### src/hw/fetch_pkg.sv
package fetch_pkg;

  typedef logic [31:0] addr_t;
  typedef logic [31:0] inst_t;

  localparam addr_t reset_pc = 32'h8000_0000;

  // Cache geometry
  localparam int line_words  = 4;
  localparam int cache_lines = 16;

  localparam int index_w  = $clog2(cache_lines);
  localparam int offset_w = $clog2(line_words);      // Word offset inside a line
  localparam int tag_w    = $bits(addr_t) - index_w - offset_w;

  typedef logic [index_w-1:0]  index_t;
  typedef logic [offset_w-1:0] offset_t;
  typedef logic [tag_w-1:0]    tag_t;

  // Major opcode of BEQ/BNE/BLT/BGE/BLTU/BGEU
  localparam logic [4:0] branch_opcode = 5'b11000;

  // Fixed burst shape of a line refill
  localparam logic [7:0] axi_len_line   = 8'(line_words - 1);
  localparam logic [2:0] axi_size_word  = 3'd2;      // 4 bytes per beat
  localparam logic [1:0] axi_burst_incr = 2'b01;

  // Master to slave
  typedef struct packed {
    logic       arvalid;
    addr_t      araddr;
    logic [7:0] arlen;
    logic [2:0] arsize;
    logic [1:0] arburst;
    logic       rready;
  } axi_ar_t;

  // Slave to master
  typedef struct packed {
    logic       arready;
    logic       rvalid;
    inst_t      rdata;
    logic [1:0] rresp;
    logic       rlast;
  } axi_r_t;

endpackage

### src/hw/icache.sv
`timescale 1ns/1ns

module icache (
  input  logic               clock,
  input  logic               reset,
  input  logic               fencei,
  input  fetch_pkg::addr_t   addr,
  output logic               hit,
  output fetch_pkg::inst_t   inst,
  output fetch_pkg::axi_ar_t mem_ar,
  input  fetch_pkg::axi_r_t  mem_r
);

  import fetch_pkg::*;

  typedef enum logic [1:0] {
    st_idle,
    st_request,
    st_fill
  } state_t;

  state_t state;

  inst_t data_q [cache_lines][line_words];
  tag_t  tag_q  [cache_lines];
  logic [cache_lines-1:0] valid_q;

  addr_t   refill_addr;                              // Line-aligned address of the refill
  index_t  refill_index;
  tag_t    refill_tag;
  offset_t beat_q;
  logic    refill_dropped;                           // fence.i seen while filling

  index_t  lookup_index;
  offset_t lookup_offset;
  tag_t    lookup_tag;
  addr_t   lookup_line;
  logic    beat;
  logic    last_beat;

  // Tag spans everything above the word offset, so it also repeats the upper index bits
  assign lookup_offset = addr[2 +: offset_w];
  assign lookup_index  = addr[2 + offset_w +: index_w];
  assign lookup_tag    = addr[$bits(addr_t)-1 -: tag_w];
  assign lookup_line   = {addr[$bits(addr_t)-1 : offset_w + 2], {(offset_w + 2){1'b0}}};

  assign refill_index = refill_addr[2 + offset_w +: index_w];
  assign refill_tag   = refill_addr[$bits(addr_t)-1 -: tag_w];

  assign hit  = valid_q[lookup_index] && (tag_q[lookup_index] == lookup_tag);
  assign inst = data_q[lookup_index][lookup_offset];

  assign beat      = (state == st_fill) && mem_r.rvalid;
  assign last_beat = beat && mem_r.rlast;

  always_comb begin
    mem_ar.arvalid = (state == st_request);
    mem_ar.araddr  = refill_addr;
    mem_ar.arlen   = axi_len_line;
    mem_ar.arsize  = axi_size_word;
    mem_ar.arburst = axi_burst_incr;
    mem_ar.rready  = (state == st_fill);
  end

  always_ff @(posedge clock) begin
    if (reset) begin
      state          <= st_idle;
      valid_q        <= '0;
      beat_q         <= '0;
      refill_dropped <= 1'b0;
    end else begin
      case (state)
        st_idle: begin
          if (!hit) begin
            state                 <= st_request;
            valid_q[lookup_index] <= 1'b0;   // Line is overwritten beat by beat
            refill_dropped        <= 1'b0;
          end
        end
        st_request: begin
          if (mem_r.arready) begin
            state  <= st_fill;
            beat_q <= '0;
          end
        end
        st_fill: begin
          if (beat) begin
            beat_q <= beat_q + 1'b1;
          end
          if (last_beat) begin
            state                 <= st_idle;
            valid_q[refill_index] <= !(refill_dropped || fencei);
          end
        end
        default: state <= st_idle;
      endcase

      if (fencei) begin
        valid_q <= '0;
        if (state != st_idle) begin
          refill_dropped <= 1'b1;
        end
      end
    end
  end

  // Arrays and refill address
  always_ff @(posedge clock) begin
    if (state == st_idle && !hit) begin
      refill_addr <= lookup_line;
    end
    if (beat) begin
      data_q[refill_index][beat_q] <= mem_r.rdata;   // Error responses fill the line too
    end
    if (last_beat) begin
      tag_q[refill_index] <= refill_tag;
    end
  end

endmodule

### src/hw/ifu.sv
`timescale 1ns/1ns

module ifu (
  input  logic             clock,
  input  logic             reset,
  input  logic             jump_flush,
  input  fetch_pkg::addr_t jump_dnpc,
  input  logic             cs_flush,
  input  fetch_pkg::addr_t cs_dnpc,
  input  logic             out_ready,
  output logic             out_valid,
  output fetch_pkg::addr_t out_pc,
  output fetch_pkg::inst_t out_inst,
  output fetch_pkg::addr_t fetch_pc,
  input  logic             hit,
  input  fetch_pkg::inst_t cache_inst
);

  import fetch_pkg::*;

  typedef enum logic {
    st_wait,
    st_hold
  } state_t;

  state_t state, state_next;

  logic  out_valid_q, out_valid_next;
  addr_t fetch_pc_next;
  logic  pending_q, pending_next;
  addr_t pending_pc_q;
  logic  load_out;
  logic  store_pending;

  logic  redirect;
  addr_t redirect_pc;
  addr_t imm_b;
  logic  taken;
  addr_t predicted_pc;

  assign redirect    = jump_flush | cs_flush;
  assign redirect_pc = cs_flush ? cs_dnpc : jump_dnpc;   // CSR redirect wins

  // Static prediction: backward conditional branches are taken
  assign imm_b = {{20{cache_inst[31]}}, cache_inst[7], cache_inst[30:25],
                  cache_inst[11:8], 1'b0};
  assign taken = (cache_inst[6:2] == branch_opcode) && cache_inst[31];
  assign predicted_pc = fetch_pc + (taken ? imm_b : addr_t'(4));

  always_comb begin
    state_next     = state;
    out_valid_next = out_valid_q;
    fetch_pc_next  = fetch_pc;
    pending_next   = pending_q;
    load_out       = 1'b0;
    store_pending  = 1'b0;

    case (state)
      st_wait: begin
        if (hit) begin
          if (redirect || pending_q) begin
            pending_next   = 1'b0;
            out_valid_next = 1'b0;
            fetch_pc_next  = redirect ? redirect_pc : pending_pc_q;
          end else if (!out_valid_q || out_ready) begin
            out_valid_next = 1'b1;
            load_out       = 1'b1;
            fetch_pc_next  = predicted_pc;
          end else begin
            state_next = st_hold;                 // Output full, decode stalled
          end
        end else begin
          if (redirect) begin
            pending_next  = 1'b1;                 // Applied at the first hit
            store_pending = 1'b1;
          end
          if (out_ready || redirect) begin
            out_valid_next = 1'b0;
          end
        end
      end
      st_hold: begin
        if (redirect) begin
          state_next     = st_wait;
          out_valid_next = 1'b0;
          fetch_pc_next  = redirect_pc;
        end else if (out_ready) begin
          state_next = st_wait;
          if (hit) begin
            out_valid_next = 1'b1;
            load_out       = 1'b1;
            fetch_pc_next  = predicted_pc;
          end else begin
            out_valid_next = 1'b0;                // Line lost to fence.i while held
          end
        end
      end
      default: state_next = st_wait;
    endcase
  end

  always_ff @(posedge clock) begin
    if (reset) begin
      state       <= st_wait;
      out_valid_q <= 1'b0;
      pending_q   <= 1'b0;
      fetch_pc    <= reset_pc;
    end else begin
      state       <= state_next;
      out_valid_q <= out_valid_next;
      pending_q   <= pending_next;
      fetch_pc    <= fetch_pc_next;
    end
  end

  always_ff @(posedge clock) begin
    if (load_out) begin
      out_pc   <= fetch_pc;
      out_inst <= cache_inst;
    end
    if (store_pending) begin
      pending_pc_q <= redirect_pc;
    end
  end

  assign out_valid = out_valid_q & ~redirect;   // Drop the instruction under a redirect

endmodule

### src/hw/fetch_top.sv
`timescale 1ns/1ns

module fetch_top (
  input  logic               clock,
  input  logic               reset,
  input  logic               jump_flush,
  input  fetch_pkg::addr_t   jump_dnpc,
  input  logic               cs_flush,
  input  fetch_pkg::addr_t   cs_dnpc,
  input  logic               fencei,
  input  logic               out_ready,
  output logic               out_valid,
  output fetch_pkg::addr_t   out_pc,
  output fetch_pkg::inst_t   out_inst,
  output fetch_pkg::axi_ar_t mem_ar,
  input  fetch_pkg::axi_r_t  mem_r
);

  import fetch_pkg::*;

  addr_t fetch_pc;
  logic  hit;
  inst_t cache_inst;

  ifu u_ifu (
    .clock      (clock),
    .reset      (reset),
    .jump_flush (jump_flush),
    .jump_dnpc  (jump_dnpc),
    .cs_flush   (cs_flush),
    .cs_dnpc    (cs_dnpc),
    .out_ready  (out_ready),
    .out_valid  (out_valid),
    .out_pc     (out_pc),
    .out_inst   (out_inst),
    .fetch_pc   (fetch_pc),
    .hit        (hit),
    .cache_inst (cache_inst)
  );

  icache u_icache (
    .clock  (clock),
    .reset  (reset),
    .fencei (fencei),
    .addr   (fetch_pc),
    .hit    (hit),
    .inst   (cache_inst),
    .mem_ar (mem_ar),
    .mem_r  (mem_r)
  );

endmodule

### config.mk
export PLATFORM = sky130hd
export DESIGN_NAME = fetch_top
export DESIGN_NICKNAME = d
export VERILOG_FILES = /design/src/hw/fetch_pkg.sv /design/src/hw/icache.sv /design/src/hw/ifu.sv /design/src/hw/fetch_top.sv
export SDC_FILE = /design/constraint.sdc
export NUM_CORES = 2
export LEC_CHECK = 0
export ABC_AREA = 0
export BUFFER_PORTS_ARGS = -buffer_cell sky130_fd_sc_hd__buf_2
export CORE_ASPECT_RATIO = 0.9
export CORE_MARGIN = 4
export CORE_UTILIZATION = 29
export DETAILED_ROUTE_END_ITERATION = 10
export PLACE_DENSITY = 0.44
export REMOVE_ABC_BUFFERS = 1
export SYNTH_ARGS = -nofsm -noshare
export SYNTH_HDL_FRONTEND = slang
export SYNTH_SLANG_ARGS = --single-unit
### constraint.sdc
create_clock -name clock -period 11.5 [get_ports clock]
set_input_delay 0.575 -clock clock [delete_from_list [all_inputs] [get_ports clock]]
set_output_delay 0.575 -clock clock [all_outputs]
set_load 0.05 [all_outputs]
* Word level (Yosys, flattened, before mapping)
Memory sizes are Yosys's and may differ from the RTL's. A register that Yosys moved wholly into a read port is not among the register bits.
Cells that the tools add are included.
** Cells by class
- Divide/modulo/power cells :: 0
- $mul :: 0
- Bitwise operators :: 8
- Eq/ne operators :: 15
- Reductions and logical operators :: 27
- Shifts and indexed selects :: 0
- Multiplexer cells :: 70
- $add $sub $neg :: 2
- $lt $le $gt $ge :: 7
** Operators with widths (count)
- $mux W32 :: 12
- $mux W128 :: 1
- $bmux W32 S2 :: 1
- $demux W32 S2 :: 1
- $pmux W32 S2 :: 1
- $mux W1 :: 33
- $add A32 B32 Y32 :: 1
- $mux W16 :: 2
- $pmux W16 S2 :: 1
- $eq A26 B26 Y1 :: 1
- $and A16 B16 Y16 :: 1
- $bwmux W16 :: 1
- $mux W4 :: 4
- $not A16 Y16 :: 1
- $reduce_and A3 Y1 :: 5
- $lt A4 B5 Y1 const B :: 2
- $mux W2 :: 5
- $demux W1 S4 :: 2
- $ge A4 B1 Y1 const B :: 2
- $logic_and A1 B1 Y1 :: 8
- $ne A2 B1 Y1 const B :: 4
- $reduce_bool A2 Y1 :: 4
- $ge A3 B3 Y1 const B :: 2
- $ne A3 B1 Y1 const B :: 2
- other kinds (22) :: 32
** Word-level totals
- Flip-flop bits (word level) :: 180
- Latch bits :: 0
- Memories :: 2
- Memory bits (writable) :: 2464
- Input port bits :: 107
- Bits in read-only memories :: 0
- Output and inout bits :: 112
** Memories
- u_icache.data_q :: words 16, bits a word 128, rd ports 1, clocked after memory_dff 1, write ports 1, RTL line icache.sv:24 : inst_t data_q [cache_lines][line_words];
- u_icache.tag_q :: words 16, bits a word 26, rd ports 1, clocked after memory_dff 1, write ports 1, RTL line icache.sv:25 : tag_t tag_q [cache_lines];

* Longest topological paths before layout
- Depth after elaboration :: 14
- Mapped depth :: 28

* Cells and area by module
A second synthesis with hierarchy kept.
** Unflattened totals
- Cells, all modules :: 4578
- Area, all modules :: 103367.9 um^2
** Modules (own cells, without submodules)
- icache :: cells an instance 3941, sequential area each 75252.2 um^2, area each 96366.2 um^2, times used 1
- ifu :: cells an instance 637, sequential area each 3583.4 um^2, area each 7001.7 um^2, times used 1

* Least setup slack after synthesis
Ideal clock, no wire load.
- Path type :: register to register
- Start :: register with a tool-made name
- End :: register u_ifu.fetch_pc[31]
- Path slack :: 4.952 ns
- Cell stages (with the launch flop) :: 26
- Data required time :: 11.430 ns
- Arrival time :: 6.478 ns
- Path buffers :: 7
- Path through :: dfxtp_1 -> buf_6 -> buf_6 -> buf_6 -> buf_6 -> buf_4 -> buf_2 -> buf_1 -> mux4_2 -> mux4_2 -> mux4_2 -> and2_1 -> ha_1 -> inv_1 -> fa_1 -> nor2b_1 -> o31a_1 -> o21ai_1 -> o2bb2ai_1 -> o41ai_1 -> nor2_1 -> o41ai_1 -> xor2_1 -> or3b_1 -> a211o_1 -> a21oi_1
** RTL lines
- end signal: assignment :: RTL line ifu.sv:107 : fetch_pc <= reset_pc;
- end signal: assignment :: RTL line ifu.sv:112 : fetch_pc <= fetch_pc_next;
- end: declaration :: RTL line ifu.sv:14 : output fetch_pkg::addr_t fetch_pc,

==> summary.md <==
| Metric | Value |
|---|---|
| Outcome | `finished clean` |
| Pwr dens | `167.1 nW/um^2` |
| Post-synthesis instance area | `103500 sq um` |
| NumNets Final | `5298` |
| CTS Root Cell | `clkbuf_16` |
| Largest net degree at the start of global routing | `between 100 and 150` |
| Initial DRC count | `roughly 5.4k` |
| Hold Fails Final Rpt | `0` |
| Synth warn | `0` |
| Pin slew with the least headroom to its limit | `1.228 ns` |
| Fin Setup TNS | `0 ns` |
| RSZ-0062 raised after global routing | `false` |
| Main synth FF type | `edfxtp_1` |
| Crit-path max cell delay | `0.79 ns` |
| Critical-path cell list | `buf_12 > buf_4 > mux4_2 > o22ai_1 > nor2_1 > nor4_2 > nor3_1 > and3_1 > buf_4 > and2_1 > ha_1 > inv_1 > fa_1 > nor2b_1 > o31a_1 > o21ai_1 > o2bb2ai_1 > o41ai_1 > nor2_1 > o41ai_1 > xor2_1 > or3b_1 > a211o_1 > a21oi_1` |
| Commonest cells in the netlist | `edfxtp_1, mux4_2, nor2_1` |
| CTS Buffer Depth | `4` |
| Total Routed Length | `~310000 um` |
| Max FO, Critical Path | `97` |
| Post-synthesis cell count | `between 4k and 5k` |
| Non-Filler Instances | `just over 10k` |
| All-layer global routing usage | `~17%` |
| Relative slew slack | `18.10%` |
| GP Congestion | `between 0.7 and 0.8` |
| Sequential area share after synthesis | `between 70% and 80%` |
| Max-cap violations | `0` |
| Resized cells post-CTS | `0` |
| FF-to-FF setup slack | `3.47 ns` |
| Clock sink count | `2648` |
| TritonCTS clock tree | `done` |
| Placed cell area | `111000 sq um` |
| Final-report setup violation count | `0` |
| Fillers | `roughly 33k` |
| Dpl cells | `9569` |
| Die H | `574.7 um` |
| Critical path arrival | `around 8.8 ns` |
| Setup Skew | `between 0.07 and 0.08 ns` |
| Number of synthesized register bits | `around 2.6k` |
| Crit path time final | `8.027 ns` |
| Slowest cell on crit path | `buf_4` |
| Pleak | `35.90 nW` |
| Vias in the first global route | `51.62k` |
| Yosys top cell by area | `edfxtp_1` |
| Register area | `78940 sq um` |
| Initial Util | `29.21%` |
| Worst r2r dst | `u_ifu.fetch_pc[31]` |
| Hold Path Depth | `3` |
| TritonCTS Buffers | `283` |
| 1st-pass router iterations | `7` |
| Most frequent cell after synthesis | `edfxtp_1` |
| Peak VDD IR | `0.1152 mV` |
| R2R depth | `24` |
| Layout cells sized above 1 | `28.97%` |
| H-tree Lvls | `5` |
| Vias per cell | `5.059` |
| Setup CP Type | `register to register` |
| Ys async rst share | `0%` |
| IO Port Bufs | `199` |
| GRT overflow | `0` |
| Min-delay src | `mem_r[36]` |
| Avg WL per Cell | `between 30 and 40 um` |
| Max Fclk | `approximately 120 MHz` |
| DRC Markers | `0` |
| Dpl hpwl | `164300 um` |
| Core area | `354300 sq um` |
| Hold Path Sink | `u_icache.state[1]` |
| Post-route cell area | `~120000 sq um` |
| Post-DRT Antenna Nets | `0` |
| Top cells by area, synth | `edfxtp_1, mux4_2, mux2i_1` |
| Synth top area share | `about three quarters` |
| Pins Over Slew Limit | `0` |
| Multi-input logic area | `23820 sq um` |
| Power Total | `between 15 and 20 mW` |
| CP delay by family, top | `compound AO/OA/AOI/OAI gates` |
| Die Wd | `637.7 um` |
| Die area | `around 370000 sq um` |
| Distinct cells, synth | `79` |
| Number of synthesized flops with an enable pin | `about 2.6k` |
| P&R area growth vs syn | `15.64%` |
| CP Launch Type | `register` |
| Clk_lat worst skew | `0.87 ns` |
| Clock-pin slew on the worst setup and hold paths | `0.06 ns` |
| Critical Path RT | `12.27 ns` |
| Final Cycle Share | `69.80%` |
| Post-CTS Setup Bufs | `0` |
| CP endpoint kind | `register` |
| Synthesized area per cell | `21.71 sq um` |
| Std cell rows | `about 210` |
| Total number of vias | `50.94k` |
| Num ports | `219` |
| Buf+Inv Stages, Crit Path | `4` |
| Hold/Removal Path Class | `input pin to register` |
| Initial antenna violation count | `32` |
| First-pass GRT wire length | `431700 um` |
cell type report:
| type | count | share of cell area, % |
|---|---|---|
| Inverter | 24 | 0.08155 |
| Clock inverter | 137 | 0.9618 |
| Antenna cell | 8 | 0.01673 |
| Clock buffer | 355 | 6.294 |
| Multi-Input combinational cell | 1846 | 19.91 |
| Sequential cell | 2648 | 65.96 |
| Tap cell | 4702 | 4.916 |
| Timing Repair Buffer | 350 | 1.865 |
state kept, by name (all words and copies together) (netlist names), named ones only:
| signal | flops |
|---|---|
| u_icache.beat_q | 2 |
| u_icache.data_q | 2048 |
| u_icache.refill_addr | 28 |
| u_icache.refill_dropped | 1 |
| u_icache.state | 2 |
| u_icache.tag_q | 416 |
| u_icache.valid_q | 16 |
| u_ifu.fetch_pc | 32 |
| u_ifu.out_inst | 32 |
| u_ifu.out_pc | 32 |
| u_ifu.out_valid_q | 1 |
| u_ifu.pending_pc_q | 32 |
| u_ifu.pending_q | 1 |
| u_ifu.state | 1 |
cells in the final DEF (no fill, tap or decap), types with 10 or more instances in the layout:
cell type,n
nand2b_1,16
o22ai_1,36
nand4_1,10
nand2_1,133
dfxtp_1,54
ha_1,37
buf_2,199
buf_4,142
edfxtp_1,2588
mux2i_1,169
a221oi_1,11
xnor2_1,26
a21o_1,12
a22oi_1,41
a211oi_1,12
and2_1,19
clkinv_1,64
clkbuf_1,63
mux4_2,686
mux2_2,38
a31oi_1,23
nand3_1,13
clkinv_2,37
nor2_1,95
a21oi_1,97
nor2b_1,17
inv_1,22
nor2_4,81
conb_1,17
clkbuf_16,291
bufinv_16,19
o21ai_0,57
nor3_1,26
o211ai_1,29
xor2_1,23
nor4_1,13
report_power, final:
group          total, mW  internal (mW)  switching [mW]
clock network       8.79           5.06            3.73
logic              0.411         0.0674           0.344
registers           10.8           10.7          0.0943
total               20.0           15.8            4.17
per-stage QoR:
stage	setup slack (ns)	util (%)	hold slack, ns
after detailed placement	3.517	31.32	0.4257
after floorplan	-18.89	-	0.4090
final	3.473	33.78	0.1043
after CTS	3.491	33.77	0.02656
after global placement	3.499	31.32	0.4258
after global routing	3.024	33.77	0.06258
worst max path at each step:
| stage | end | slack [ns] | cells after the start |
|---|---|---|---|
| 3_5_place_dp | u_ifu.fetch_pc[31] | 3.52 | 24 |
| 2_1_floorplan | u_ifu.fetch_pc[31] | -18.89 | 20 |
| 3_3_place_gp | u_ifu.fetch_pc[31] | 3.50 | 24 |
| 5_1_grt | u_ifu.fetch_pc[31] | 3.02 | 24 |
| 6_report | u_ifu.fetch_pc[31] | 3.47 | 24 |
| 4_1_cts | u_ifu.fetch_pc[31] | 3.49 | 24 |
cell families (layout without fill, tap and decap cells):
logic type	after synthesis	after routing	synth area share (%)
other	2	25	0.007256
AND/OR/NAND/NOR	471	471	2.117
flip-flops	2648	2648	76.25
XOR/XNOR	49	49	0.4147
buffers and inverters	288	866	1.402
multiplexers	894	894	16.99
adder cells (fa/ha/maj)	38	38	0.4666
AO/OA/AOI/OAI	377	377	2.355
layer usage:
metal / vias to the layer above / wire length (um) / track usage (%)
li1: 20810 / - / -
met1: 27980 / 143300 / 24.48
met2: 1711 / 144600 / 26.18
met3: 443 / 17910 / 2.448
met4: 0 / 8702 / 4.398
met5: - / 0 / 0
worst min-delay path, stage by stage:
cell and delay (ns):
buf_2 0.11, a21oi_1 0.12, a211oi_1 0.06
repair_timing:
action	CTS	global route
hold endpoints to repair	1	0
setup endpoints to repair	0	0
hold buffers	1	0
Note: power is estimated with default switching activity, not from simulation.
